File: config.mk
export PLATFORM = sky130hd
export DESIGN_NAME = spiNode
export DESIGN_NICKNAME = d
export VERILOG_FILES = /design/src/source/spiPkg.sv /design/src/source/spiClockDiv.sv /design/src/source/spiMasterByte.sv /design/src/source/spiSlaveFrame.sv /design/src/source/spiCsrBank.sv /design/src/source/spiRoleSelect.sv /design/src/source/spiNode.sv
export SDC_FILE = /design/constraint.sdc
export NUM_CORES = 1
export LEC_CHECK = 0
export BUFFER_PORTS_ARGS = -buffer_cell sky130_fd_sc_hd__buf_2
export CAP_MARGIN = 20
export CORE_ASPECT_RATIO = 1.75
export CORE_MARGIN = 2
export CORE_UTILIZATION = 57
export CTS_CLUSTER_SIZE = 28
export DETAILED_ROUTE_END_ITERATION = 12
export GPL_TIMING_DRIVEN = 0
export PLACE_DENSITY = 0.85
export SYNTH_ARGS = -nofsm -noshare
export SYNTH_HDL_FRONTEND = slang
export SYNTH_SLANG_ARGS = --single-unit
File: constraint.sdc
create_clock -name iSysClk -period 5.68 [get_ports iSysClk]
set_clock_uncertainty 0.05 [all_clocks]
set_input_delay 0 -clock iSysClk [delete_from_list [all_inputs] [get_ports iSysClk]]
set_output_delay 0 -clock iSysClk [all_outputs]
set_load 0.03 [all_outputs]
File: src/source/spiPkg.sv
/*
 * SPI node shared definitions
 * Widths, pad structs, frame commands and FSM encodings
 */
`default_nettype none

package spiPkg;

	// --------------------
	// Data widths
	// --------------------
	typedef logic [7:0]  spiByte_t;
	typedef logic [31:0] csrWord_t;
	// CSR index, low bits of the frame address
	typedef logic [3:0]  csrAddr_t;
	typedef logic [31:0] frameAddr_t;
	typedef logic [15:0] frameLen_t;

	// Strap capture window after reset, in system cycles
	localparam int captureCycles = 16;

	// --------------------
	// Frame commands
	// --------------------
	// Other command values are ignored
	typedef enum logic [7:0]
	{
		cmdCsrRead  = 8'd0,
		cmdCsrWrite = 8'd1
	} spiCmd_t;

	// Slave frame phases
	typedef enum logic [2:0]
	{
		stAddr,
		stCmd,
		stLen,
		stDummy,
		stData
	} slaveState_t;

	// Master byte phases
	typedef enum logic [1:0]
	{
		mIdle,
		mShift,
		mDone
	} masterState_t;

	// --------------------
	// Pads
	// --------------------
	// Levels seen on the pads
	typedef struct packed
	{
		logic sck;
		logic mosi;
		logic miso;
		logic cs1N;
		logic cs2N;
	} spiPadIn_t;

	// Driven values plus output enables
	typedef struct packed
	{
		logic sck;
		logic mosi;
		logic miso;
		logic cs1N;
		logic cs2N;
		logic sckOe;
		logic mosiOe;
		logic misoOe;
		logic csOe;
	} spiPadOut_t;

	// CSR write request from the frame parser
	typedef struct packed
	{
		logic     en;
		csrAddr_t addr;
		csrWord_t data;
	} csrWrite_t;

endpackage

`default_nettype wire

File: src/source/spiClockDiv.sv
/*
 * Clock-enable divider
 * One-cycle tick every clkDivHalf cycles while run is high
 */
`timescale 1ns/1ps
`default_nettype none

module spiClockDiv
#(
	// System cycles per SCK half period
	parameter int clkDivHalf = 4
)
(
	input  wire logic iSysClk,
	input  wire logic rstN,
	// High while the master shifts a byte
	input  wire logic run,
	output logic      tick
);

	// Down counter width, at least one bit
	localparam int cntW = (clkDivHalf > 2) ? $clog2(clkDivHalf) : 1;
	localparam logic [cntW-1:0] reloadVal = cntW'(clkDivHalf - 1);

	logic [cntW-1:0] cnt;

	always_ff @(posedge iSysClk or negedge rstN)
	begin
		if (!rstN)
		begin
			cnt  <= reloadVal;
			tick <= 1'b0;
		end
		else if (!run)
		begin
			// Idle, hold at reload so the first half period is full
			cnt  <= reloadVal;
			tick <= 1'b0;
		end
		else if (cnt == '0)
		begin
			cnt  <= reloadVal;
			tick <= 1'b1;
		end
		else
		begin
			cnt  <= cnt - 1'b1;
			tick <= 1'b0;
		end
	end

endmodule

`default_nettype wire

File: src/source/spiMasterByte.sv
/*
 * SPI master byte engine, mode 0
 * SCK from divider ticks, MOSI held after falling SCK,
 * MISO captured on rising SCK, one-cycle done pulse
 */
`timescale 1ns/1ps
`default_nettype none

module spiMasterByte
#(
	// System cycles from SCK fall to MOSI update
	parameter int holdCycles = 2
)
(
	input  wire logic             iSysClk,
	input  wire logic             rstN,
	input  wire logic             tick,
	// Master role and capture done
	input  wire logic             enable,
	input  wire spiPkg::spiByte_t wrData,
	input  wire logic             wrValid,
	output logic                  wrReady,
	output spiPkg::spiByte_t      rdData,
	output logic                  rdValid,
	output logic                  busy,
	output logic                  sck,
	output logic                  mosi,
	input  wire logic             miso
);

	localparam int holdW = (holdCycles > 2) ? $clog2(holdCycles) : 1;
	localparam logic [holdW-1:0] holdLast = holdW'(holdCycles - 1);

	spiPkg::masterState_t state;
	spiPkg::spiByte_t     txShift;
	spiPkg::spiByte_t     rxShift;
	logic [2:0]           fallCnt;
	logic                 holdActive;
	logic [holdW-1:0]     holdCnt;
	logic                 accept;
	logic                 riseTick;
	logic                 fallTick;
	logic                 lastFall;
	logic                 holdDone;

	// --------------------
	// Handshake and edges
	// --------------------
	assign wrReady  = enable && (state == spiPkg::mIdle);
	assign accept   = wrReady && wrValid;
	assign busy     = (state != spiPkg::mIdle);
	// SCK low means this tick makes a rising edge
	assign riseTick = (state == spiPkg::mShift) && tick && !sck;
	assign fallTick = (state == spiPkg::mShift) && tick && sck;
	assign lastFall = fallTick && (fallCnt == 3'd7);
	assign holdDone = holdActive && (holdCnt == holdLast);
	// MSB first
	assign mosi     = txShift[7];

	// --------------------
	// Control FSM
	// --------------------
	always_ff @(posedge iSysClk or negedge rstN)
	begin
		if (!rstN)
		begin
			state      <= spiPkg::mIdle;
			sck        <= 1'b0;
			fallCnt    <= 3'd0;
			holdActive <= 1'b0;
			holdCnt    <= '0;
			rdValid    <= 1'b0;
			txShift    <= '0;
		end
		else
		begin
			rdValid <= 1'b0;

			// Hold timer after each falling edge
			if (holdDone)
				holdActive <= 1'b0;
			else if (holdActive)
				holdCnt <= holdCnt + 1'b1;

			// MOSI load on accept, shift once hold expires
			if (accept)
				txShift <= wrData;
			else if (holdDone)
				txShift <= {txShift[6:0], 1'b0};

			case (state)
				spiPkg::mIdle:
				begin
					sck <= 1'b0;
					if (accept)
					begin
						fallCnt    <= 3'd0;
						holdActive <= 1'b0;
						state      <= spiPkg::mShift;
					end
				end
				spiPkg::mShift:
				begin
					if (tick)
						sck <= ~sck;
					if (lastFall)
					begin
						// Eighth fall, byte complete
						state   <= spiPkg::mDone;
						rdValid <= 1'b1;
					end
					else if (fallTick)
					begin
						fallCnt    <= fallCnt + 1'b1;
						holdActive <= 1'b1;
						holdCnt    <= '0;
					end
				end
				default:
				begin
					// Ready rises the cycle after the pulse
					state <= spiPkg::mIdle;
				end
			endcase
		end
	end

	// --------------------
	// Receive path
	// --------------------
	always_ff @(posedge iSysClk)
	begin
		if (riseTick)
			rxShift <= {rxShift[6:0], miso};
		if (lastFall)
			rdData <= rxShift;
	end

endmodule

`default_nettype wire

File: src/source/spiSlaveFrame.sv
/*
 * SPI slave frame parser, mode 0
 * Address, command, length and dummy header, then 4 CSR data bytes
 * Read data shifts out on MISO, MSB first
 */
`timescale 1ns/1ps
`default_nettype none

module spiSlaveFrame
(
	input  wire logic              iSysClk,
	input  wire logic              rstN,
	// Slave role and capture done
	input  wire logic              enable,
	input  wire spiPkg::spiPadIn_t pad,
	output logic                   miso,
	output spiPkg::csrWrite_t      csrWr,
	output spiPkg::csrAddr_t       csrRdAddr,
	input  wire spiPkg::csrWord_t  csrRdData
);

	logic [2:0]          sckSync;
	logic [2:0]          mosiSync;
	logic [2:0]          csSync;
	logic                sckRise;
	logic                sckFall;
	logic                frameIdle;
	logic                phaseEnd;
	logic                addrInRange;
	logic [4:0]          bitCnt;
	logic [4:0]          phaseLast;
	spiPkg::slaveState_t state;
	spiPkg::csrWord_t    rxShift;
	spiPkg::csrWord_t    rxNext;
	spiPkg::csrWord_t    misoShift;
	spiPkg::frameAddr_t  frameAddr;
	spiPkg::spiCmd_t     frameCmd;
	spiPkg::frameLen_t   frameLen;

	// --------------------
	// Pin synchronizers
	// --------------------
	// Bit 0 newest, bit 2 oldest
	always_ff @(posedge iSysClk or negedge rstN)
	begin
		if (!rstN)
		begin
			sckSync  <= 3'b000;
			mosiSync <= 3'b000;
			csSync   <= 3'b111;
		end
		else
		begin
			sckSync  <= {sckSync[1:0], pad.sck};
			mosiSync <= {mosiSync[1:0], pad.mosi};
			csSync   <= {csSync[1:0], pad.cs1N};
		end
	end

	assign sckRise   = !sckSync[2] && sckSync[1];
	assign sckFall   = sckSync[2] && !sckSync[1];
	// Deselected or wrong role holds the parser at the start
	assign frameIdle = csSync[2] || !enable;
	// MOSI bit aligned with the detected rising edge
	assign rxNext    = {rxShift[30:0], mosiSync[1]};

	// Last bit index of each phase
	always_comb
	begin
		case (state)
			spiPkg::stCmd:   phaseLast = 5'd7;
			spiPkg::stLen:   phaseLast = 5'd15;
			spiPkg::stDummy: phaseLast = 5'd7;
			default:         phaseLast = 5'd31;
		endcase
	end

	assign phaseEnd    = !frameIdle && sckRise && (bitCnt == phaseLast);
	// Only the first 16 CSRs exist
	assign addrInRange = (frameAddr[31:4] == '0);
	assign csrRdAddr   = frameAddr[3:0];
	assign miso        = misoShift[31];

	// --------------------
	// Phase FSM
	// --------------------
	always_ff @(posedge iSysClk or negedge rstN)
	begin
		if (!rstN)
		begin
			state     <= spiPkg::stAddr;
			bitCnt    <= 5'd0;
			csrWr     <= '0;
			misoShift <= '0;
		end
		else
		begin
			csrWr.en <= 1'b0;
			if (frameIdle)
			begin
				state  <= spiPkg::stAddr;
				bitCnt <= 5'd0;
			end
			else if (phaseEnd)
			begin
				bitCnt <= 5'd0;
				case (state)
					spiPkg::stAddr:  state <= spiPkg::stCmd;
					spiPkg::stCmd:   state <= spiPkg::stLen;
					spiPkg::stLen:   state <= spiPkg::stDummy;
					spiPkg::stDummy:
					begin
						state <= spiPkg::stData;
						// Read word ready before the first data fall
						if (frameCmd == spiPkg::cmdCsrRead && addrInRange)
							misoShift <= csrRdData;
						else
							misoShift <= '0;
					end
					default:
					begin
						state <= spiPkg::stAddr;
						// Write issued the cycle after the 32nd bit
						if (frameCmd == spiPkg::cmdCsrWrite && addrInRange)
						begin
							csrWr.en   <= 1'b1;
							csrWr.addr <= csrRdAddr;
							csrWr.data <= rxNext;
						end
					end
				endcase
			end
			else if (sckRise)
				bitCnt <= bitCnt + 1'b1;

			// Skip the fall before data bit 0, MSB is already out
			if (!frameIdle && sckFall && state == spiPkg::stData && bitCnt != 5'd0)
				misoShift <= {misoShift[30:0], 1'b0};
		end
	end

	// --------------------
	// Header capture
	// --------------------
	always_ff @(posedge iSysClk)
	begin
		if (sckRise)
			rxShift <= rxNext;
		if (phaseEnd)
		begin
			case (state)
				spiPkg::stAddr: frameAddr <= rxNext;
				spiPkg::stCmd:  frameCmd  <= spiPkg::spiCmd_t'(rxNext[7:0]);
				// Length kept for the frame, CSR access is always 4 bytes
				spiPkg::stLen:  frameLen  <= rxNext[15:0];
				default:        frameLen  <= frameLen;
			endcase
		end
	end

endmodule

`default_nettype wire

File: src/source/spiCsrBank.sv
/*
 * CSR bank
 * Sixteen 32-bit registers, written by the slave frame parser
 */
`timescale 1ns/1ps
`default_nettype none

module spiCsrBank
(
	input  wire logic              iSysClk,
	input  wire logic              rstN,
	input  wire spiPkg::csrWrite_t csrWr,
	input  wire spiPkg::csrAddr_t  rdAddr,
	output spiPkg::csrWord_t       rdData
);

	// One register per index value
	localparam int csrCount = 2 ** $bits(spiPkg::csrAddr_t);

	spiPkg::csrWord_t regs [csrCount];

	// --------------------
	// Write port
	// --------------------
	always_ff @(posedge iSysClk or negedge rstN)
	begin
		if (!rstN)
		begin
			// All registers read zero after reset
			for (int i = 0; i < csrCount; i++)
				regs[i] <= '0;
		end
		else if (csrWr.en)
		begin
			regs[csrWr.addr] <= csrWr.data;
		end
	end

	// --------------------
	// Read port
	// --------------------
	// Combinational, same cycle as the index
	assign rdData = regs[rdAddr];

endmodule

`default_nettype wire

File: src/source/spiRoleSelect.sv
/*
 * Role select
 * Samples the cs2N strap after reset and freezes master or slave role
 */
`timescale 1ns/1ps
`default_nettype none

module spiRoleSelect
(
	input  wire logic iSysClk,
	input  wire logic rstN,
	// Strap pad, high selects master
	input  wire logic cs2N,
	output logic      isMaster,
	output logic      captureDone
);

	localparam int cntW = $clog2(spiPkg::captureCycles);
	localparam logic [cntW-1:0] cntLast = cntW'(spiPkg::captureCycles - 1);

	logic [1:0]      strapSync;
	logic [cntW-1:0] cnt;

	always_ff @(posedge iSysClk or negedge rstN)
	begin
		if (!rstN)
		begin
			strapSync   <= 2'b11;
			cnt         <= '0;
			captureDone <= 1'b0;
			isMaster    <= 1'b0;
		end
		else if (!captureDone)
		begin
			strapSync <= {strapSync[0], cs2N};
			// Window end, role fixed until next reset
			if (cnt == cntLast)
			begin
				captureDone <= 1'b1;
				isMaster    <= strapSync[1];
			end
			else
				cnt <= cnt + 1'b1;
		end
	end

endmodule

`default_nettype wire

File: src/source/spiNode.sv
/*
 * SPI node top level
 * One pad set, master or slave by strap, CSR bank behind the slave
 */
`timescale 1ns/1ps
`default_nettype none

module spiNode
#(
	parameter int clkDivHalf = 4,
	parameter int holdCycles = 2
)
(
	input  wire logic              iSysClk,
	input  wire logic              rstN,
	input  wire spiPkg::spiPadIn_t padIn,
	output spiPkg::spiPadOut_t     padOut,
	// Host byte port
	input  wire spiPkg::spiByte_t  hostWrData,
	input  wire logic              hostWrValid,
	output logic                   hostWrReady,
	output spiPkg::spiByte_t       hostRdData,
	output logic                   hostRdValid,
	input  wire logic              hostCs1N,
	input  wire logic              hostCs2N,
	output logic                   isMaster
);

	logic              captureDone;
	logic              masterEn;
	logic              slaveEn;
	logic              divTick;
	logic              masterBusy;
	logic              masterSck;
	logic              masterMosi;
	logic              slaveMiso;
	spiPkg::csrWrite_t csrWr;
	spiPkg::csrAddr_t  csrRdAddr;
	spiPkg::csrWord_t  csrRdData;

	// Nothing driven before the role is known
	assign masterEn = captureDone && isMaster;
	assign slaveEn  = captureDone && !isMaster;

	spiRoleSelect u_roleSelect (
		.iSysClk     (iSysClk),
		.rstN        (rstN),
		.cs2N        (padIn.cs2N),
		.isMaster    (isMaster),
		.captureDone (captureDone)
	);

	spiClockDiv #(
		.clkDivHalf (clkDivHalf)
	) u_clockDiv (
		.iSysClk (iSysClk),
		.rstN    (rstN),
		.run     (masterBusy),
		.tick    (divTick)
	);

	spiMasterByte #(
		.holdCycles (holdCycles)
	) u_master (
		.iSysClk (iSysClk),
		.rstN    (rstN),
		.tick    (divTick),
		.enable  (masterEn),
		.wrData  (hostWrData),
		.wrValid (hostWrValid),
		.wrReady (hostWrReady),
		.rdData  (hostRdData),
		.rdValid (hostRdValid),
		.busy    (masterBusy),
		.sck     (masterSck),
		.mosi    (masterMosi),
		.miso    (padIn.miso)
	);

	spiSlaveFrame u_slave (
		.iSysClk   (iSysClk),
		.rstN      (rstN),
		.enable    (slaveEn),
		.pad       (padIn),
		.miso      (slaveMiso),
		.csrWr     (csrWr),
		.csrRdAddr (csrRdAddr),
		.csrRdData (csrRdData)
	);

	spiCsrBank u_csrBank (
		.iSysClk (iSysClk),
		.rstN    (rstN),
		.csrWr   (csrWr),
		.rdAddr  (csrRdAddr),
		.rdData  (csrRdData)
	);

	// --------------------
	// Pad drive
	// --------------------
	assign padOut.sck    = masterSck;
	assign padOut.mosi   = masterMosi;
	assign padOut.miso   = slaveMiso;
	assign padOut.cs1N   = hostCs1N;
	assign padOut.cs2N   = hostCs2N;
	assign padOut.sckOe  = masterEn;
	assign padOut.mosiOe = masterEn;
	assign padOut.csOe   = masterEn;
	// Slave drives MISO only while selected
	assign padOut.misoOe = slaveEn && !padIn.cs1N;

endmodule

`default_nettype wire

=== Word level (Yosys, flattened, before mapping) ===
Cells that the tools add are included.

* Input port bits: 18
* Word-level logic and storage cells: 176
* Register bits after elaboration: 712

* Reductions and logical operators: 52
* Bitwise operators: 7
* Mux-type cells: 51
* Order comparisons: 3
* Equality and inequality tests: 15
* Add/subtract/negate cells: 5

{| class="wikitable"
|+ Operators by type and width
! operator !! count
|-
| $bwmux 512 || 1
|-
| $mux 32 || 8
|-
| $mux 37 || 4
|-
| $bmux 32 s4 || 1
|-
| $demux 32 s4 || 1
|-
| $logic_not 28->1 || 1
|-
| $logic_and 1x1->1 || 20
|-
| $mux 1 || 16
|-
| $mux 8 || 2
|-
| $mux 3 || 5
|-
| $mux 5 || 3
|-
| $pmux 3 s4 || 1
|-
| $reduce_and 2->1 || 6
|-
| $reduce_bool 2->1 || 6
|-
| $ge 5x5->1 const B || 2
|-
| $not 4->5 || 2
|-
| $pmux 5 s2 || 1
|-
| $eq 8x1->1 const B || 1
|-
| $logic_not 8->1 || 1
|-
| $mux 2 || 4
|-
| $reduce_and 4->1 || 2
|-
| $logic_not 1->1 || 7
|-
| $eq 3x2->1 const B || 2
|-
| $eq 3x3->1 const B || 2
|-
| other kinds (24) || 34
|}

=== Longest topological paths before layout ===
* Word-level depth: 10
* Depth in mapped cells: 8
* Mapped depth without buffers: 7

=== Cells and area by module ===
A second synthesis with hierarchy kept.

* Cells, all modules: 1925
* Area total of the unflattened synthesis: 30493.0 um^2

{| class="wikitable"
|+ By module, submodules not included
! module !! cells an instance !! times used !! sequential area each (um^2) !! area each (um^2)
|-
| spiCsrBank || 1404 || 1 || 12812.3 || 22774.3
|-
| spiSlaveFrame || 389 || 1 || 4262.8 || 5868.1
|-
| spiMasterByte || 89 || 1 || 905.9 || 1305.0
|-
| spiRoleSelect || 23 || 1 || 202.7 || 344.1
|-
| spiClockDiv || 9 || 1 || 77.6 || 115.1
|-
| spiNode || 11 || 1 || 0.0 || 86.3
|}

=== Worst setup path after synthesis ===
No wires, ideal clock.

* Kind: register to register
* Start point: register u_roleSelect.isMaster
* End point: register u_slave.frameAddr[0], enable pin
* Buffers on the path: 0
* Data arrival time: 4.260 ns
* Data required time: 5.129 ns
* Path slack: 0.869 ns
* Period minus slack after synthesis: 4.811 ns
* Cell stages (with the launch flop): 5
* Cells stage by stage: dfrtp_1 nor3b_2 nand2b_1 a21o_1 nor4_1

* Longest elaborated chain between the ends: 8

{| class="wikitable"
|+ Ends and longest elaborated chain
! item !! RTL line !! RTL
|-
| start: declaration || spiRoleSelect.sv:14 || <nowiki>output logic isMaster,</nowiki>
|-
| start signal: assignment || spiRoleSelect.sv:40 || <nowiki>isMaster <= strapSync[1];</nowiki>
|-
| $logic_not 1->1 || spiNode.sv:43 || <nowiki>assign slaveEn = captureDone && !isMaster;</nowiki>
|-
| $logic_and 1x1->1 || spiNode.sv:43 ||
|-
| $logic_not 1->1 || spiSlaveFrame.sv:63 || <nowiki>assign frameIdle = csSync[2] || !enable;</nowiki>
|-
| $logic_or 1x1->1 || spiSlaveFrame.sv:63 ||
|-
| $logic_not 1->1 || spiSlaveFrame.sv:78 || <nowiki>assign phaseEnd = !frameIdle && sckRise && (bitCnt == phaseLast);</nowiki>
|-
| $logic_and 1x1->1 (2 in series) || spiSlaveFrame.sv:78 ||
|-
| $reduce_and 2->1 (no source line) || -- ||
|-
| end signal: assignment || spiSlaveFrame.sv:152 || <nowiki>spiPkg::stAddr: frameAddr <= rxNext;</nowiki>
|-
| end: declaration || spiSlaveFrame.sv:36 || <nowiki>spiPkg::frameAddr_t frameAddr;</nowiki>
|}

Every way passes these cells.
A chain may end at the register's enable or synchronous reset.

=== Worst setup path in the final report ===
* Start point: register u_roleSelect.captureDone
* End point: register u_slave.frameAddr[21], enable pin

* Longest elaborated chain between the ends: 7

{| class="wikitable"
|+ Ends and longest elaborated chain
! item !! RTL line !! RTL
|-
| start: declaration || spiRoleSelect.sv:15 || <nowiki>output logic captureDone</nowiki>
|-
| start signal: assignment || spiRoleSelect.sv:30 || <nowiki>captureDone <= 1'b0;</nowiki>
|-
| start signal: assignment || spiRoleSelect.sv:39 || <nowiki>captureDone <= 1'b1;</nowiki>
|-
| $logic_and 1x1->1 || spiNode.sv:43 ||
|-
| $logic_not 1->1 || spiSlaveFrame.sv:63 ||
|-
| $logic_or 1x1->1 || spiSlaveFrame.sv:63 ||
|-
| $logic_not 1->1 || spiSlaveFrame.sv:78 ||
|-
| $logic_and 1x1->1 (2 in series) || spiSlaveFrame.sv:78 ||
|-
| $reduce_and 2->1 (no source line) || -- ||
|}

Every way passes these cells.

==> summary.txt <==
Setup path
  • RR Startpoint: u_roleSelect.captureDone
  • Cell Chain, Critical Path: nor3b_2, nand2b_1, a21o_1, nor4_2, buf_4, buf_4, buf_4, buf_4
  • Crit-path max FO: 10
  • Critical path origin: u_roleSelect.captureDone
  • Critical path launch point type: flip-flop
  • Crit-path leading delay family: simple AND/OR/NAND/NOR gates
  • Crit-path slowest cell: nor4_2
  • CP most frequent cell: buf_4
  • WP buf/inv: 4
  • Critical Path AT: roughly 3.4 ns
  • Setup CP Type: reg -> reg
  • Worst path max stage delay: roughly 0.54 ns
  • Req. time, crit path: between 5 and 6 ns
  • Setup crit end kind: flip-flop

Floorplanning
  • Overall die width: between 150 and 200 um
  • Core Rows: approximately 110
  • Die height: between 300 and 400 um
  • Core area: 0.0530 sq mm
  • IO Pins: 38
  • Die area: 0.0553 sq mm
  • Starting Density: between 50% and 60%

CTS
  • CTS max path bufs: 3
  • CTS root buf: clkbuf_16
  • Clk sink count: between 700 and 800
  • Worst-skew pair later-pin latency: roughly 0.63 ns
  • Post-CTS setup buffer count: 0
  • # H-tree levels: 2
  • Clock transition at path regs: around 0.070 ns
  • CTS tree: yes
  • Num CTS Buffers: 58

STA
  • Max Fclk: 316 MHz
  • Final hold vios: 0
  • RSZ-0062 raised after global routing: false
  • Final Cycle Share: a little under three fifths
  • Fin. max-slew vios: 0
  • Final min period: between 3 and 4 ns
  • Worst-Margin Slew: approximately 1.1 ns
  • Final setup viols: 0
  • Slew headroom: approximately 26%

Finish
  • Layout cells sized above 1: between 40% and 50%
  • Fin cells: approximately 2800
  • # fillers: about 3500
  • # nets final: around 2100
  • Register area: 0.0183 sq mm
  • P&R area growth vs syn: 10.5%
  • Design area: around 0.034 sq mm
  • # diodes: 0
  • Multi-input logic area: between 0.01 and 0.015 sq mm

GRT
  • Number of global-route vias before repair: ~20000
  • GRT Total Usage: between 20 and 30%
  • Grt ovf: 0
  • First-pass GRT wire length: about 120000 um
  • Largest net degree at the start of global routing: 125
  • Antenna violations before repair: 0

Hold path
  • Hold Path Class: in -> async

Logic synthesis
  • EDFF count, synth: a little under 90
  • Ys flop type: dfrtp_1
  • YS warnings: 0
  • Sequential area share after synthesis: roughly three fifths
  • Most frequent cell after synthesis: dfrtp_1
  • Post-synth net total: 1974
  • Synthesis-stage register bit count: between 700 and 800
  • Area leader, netlist: dfrtp_1
  • Synth Cell Area: slightly above 0.03 sq mm
  • Cell variety after synth: approximately 50
  • Main area contributors after synthesis: dfrtp_1 51%, mux2_2 19%, mux4_2 9.6%
  • Synth cell count leaders: 618 x dfrtp_1, 518 x mux2_2, 129 x mux4_2
  • Async SR Flop Fraction: 87.8%
  • Syn Inst Count: 1950
  • Syn Area/Cell: around 16 sq um
  • Top-area cell type share of the netlist area: a little over 50%

Route
  • DR iter-0 viols: ~1700
  • # DRC: 0
  • Wirelength, routed: just under 80000 um
  • Antenna Nets Post-Route: 0
  • WL/cell: 27.4 um
  • Via count: between 15000 and 20000
  • Drt pass-1 iters: 6
  • Via-to-Cell Ratio: 6.48

Power and ir drop
  • Pwr dens: 278 mW/mm^2
  • VDD IR-drop max: 0.000263 V
  • Static Leakage: 15.8 nW

Placed design
  • Port Buffers: 35
  • GPL Wtd Cong: a little under 0.9
  • Dpl hpwl: ~51000 um
  • Post-DP Area: about 0.032 sq mm
  • Inst Count DP: ~2700

Flow run
  • Max cap viols: 0

Run status
  • Status: finished, final reports clean
-- repair_timing --
action,4_1_cts,5_1_grt
gates resized for setup,0,0
hold buffers,18,0
endpoints found under the hold margin,144,0
-- layer usage --
layer | share of wire, % | track usage (%) | up-vias
met5 | 0 | 0 | -
li1 | - | - | 7423
met4 | 8.5 | 21.4 | 0
met3 | 5.8 | 4.18 | 344
met2 | 52 | 49.8 | 880
met1 | 33 | 31.5 | 9515
-- power breakdown --
part           internal [mW]  switching (mW)
Combinational         0.0662           0.159
Sequential              5.21          0.0408
Clock                   2.02            1.83
-- cell families after synthesis --
kind of cell | Yosys count | synth area share, %
AOI/OAI and AO/OA | 127 | 2.84
xor gates and xnor gates | 5 | 0.144
adders and majority gates | 6 | 0.247
buffers and inverters | 171 | 2.39
DFF | 712 | 60.1
muxes | 688 | 30.6
and+or+nand+nor | 241 | 3.74
-- final cells by class --
type                            instances  area share, %
Timing Repair Buffer                   63           1.67
Inverter                               12          0.134
Clock inverter                         23          0.503
Buffer                                159           2.03
Sequential cell                       712           54.3
Tap cell                              684           2.55
Clock buffer                           82           4.77
Multi-Input combinational cell       1067           34.0
-- worst paths after layout --
kind	endpoint	slack, ns	cells after the start
worst max-delay path	u_slave.frameAddr[21]	2.52	8
worst min-delay path	u_csrBank.regs[14]	0.03	2
worst max register to register	u_slave.frameAddr[21]	2.52	8
worst min register to register	u_slave.csSync[2]	0.31	0
max in group asynchronous	u_csrBank.regs[485]	3.64	5
min in group iSysClk	u_master.rxShift[0]	0.08	2
-- flip-flops by register name (all words and copies together) (netlist names), 2 cells and up --
register	flops
u_csrBank.regs	512
u_slave.csrWr	37
u_slave.frameAddr	32
u_slave.misoShift	32
u_slave.rxShift	31
u_master.rdData	8
u_master.rxShift	8
u_master.txShift	8
u_slave.frameCmd	8
u_slave.bitCnt	5
u_roleSelect.cnt	4
u_master.fallCnt	3
u_slave.csSync	3
u_slave.sckSync	3
u_slave.state	3
u_clockDiv.cnt	2
u_master.state	2
u_roleSelect.strapSync	2
u_slave.mosiSync	2
-- worst reg2reg max path: stages (launching register included) --
cell	delay [ns]
dfrtp_1	0.48
nor3b_2	0.41
nand2b_1	0.21
a21o_1	0.31
nor4_2	0.54
buf_4	0.29
buf_4	0.17
buf_4	0.19
buf_4	0.21
-- cell usage in the layout, fill, tap and decap left out, types with 7 or more instances in the layout --
cell type / Yosys / routed
mux2i_1: 7 / 7
dlygate4sd3_1: 0 / 18
nand2b_1: 8 / 8
dfstp_2: 7 / 7
buf_4: 8 / 12
o21ai_0: 7 / 7
mux4_2: 129 / 129
buf_1: 22 / 22
a22oi_1: 62 / 62
clkinv_2: 0 / 11
clkbuf_16: 0 / 58
mux2_2: 518 / 518
a31oi_1: 32 / 32
nor2_1: 67 / 67
buf_2: 19 / 53
nor2b_1: 8 / 8
dfrtp_1: 618 / 618
a21oi_1: 18 / 18
clkbuf_1: 106 / 124
nor4_1: 9 / 8
mux2_4: 29 / 29
inv_1: 12 / 12
nand3_1: 42 / 42
edfxtp_1: 87 / 87
nand2_1: 79 / 79
-- per-stage QoR --
step | total power, mW | hold slack [ns] | TNS [ns] | util, % | worst slack [ns]
floorplan | 5.41 | -0.346 | 0 | - | 0.869
global placement | 5.53 | 0.0611 | -4411.34 | 59.3 | -7.21
detailed placement | 5.56 | 0.0612 | 0 | 59.8 | 2.55
CTS | 9.35 | 0.0256 | 0 | 63.4 | 2.53
global route | 9.61 | 0.0869 | 0 | 63.4 | 2.38
finish | 9.33 | 0.0275 | 0 | 63.4 | 2.52
No activity file was read; power rests on OpenSTA's default activity.
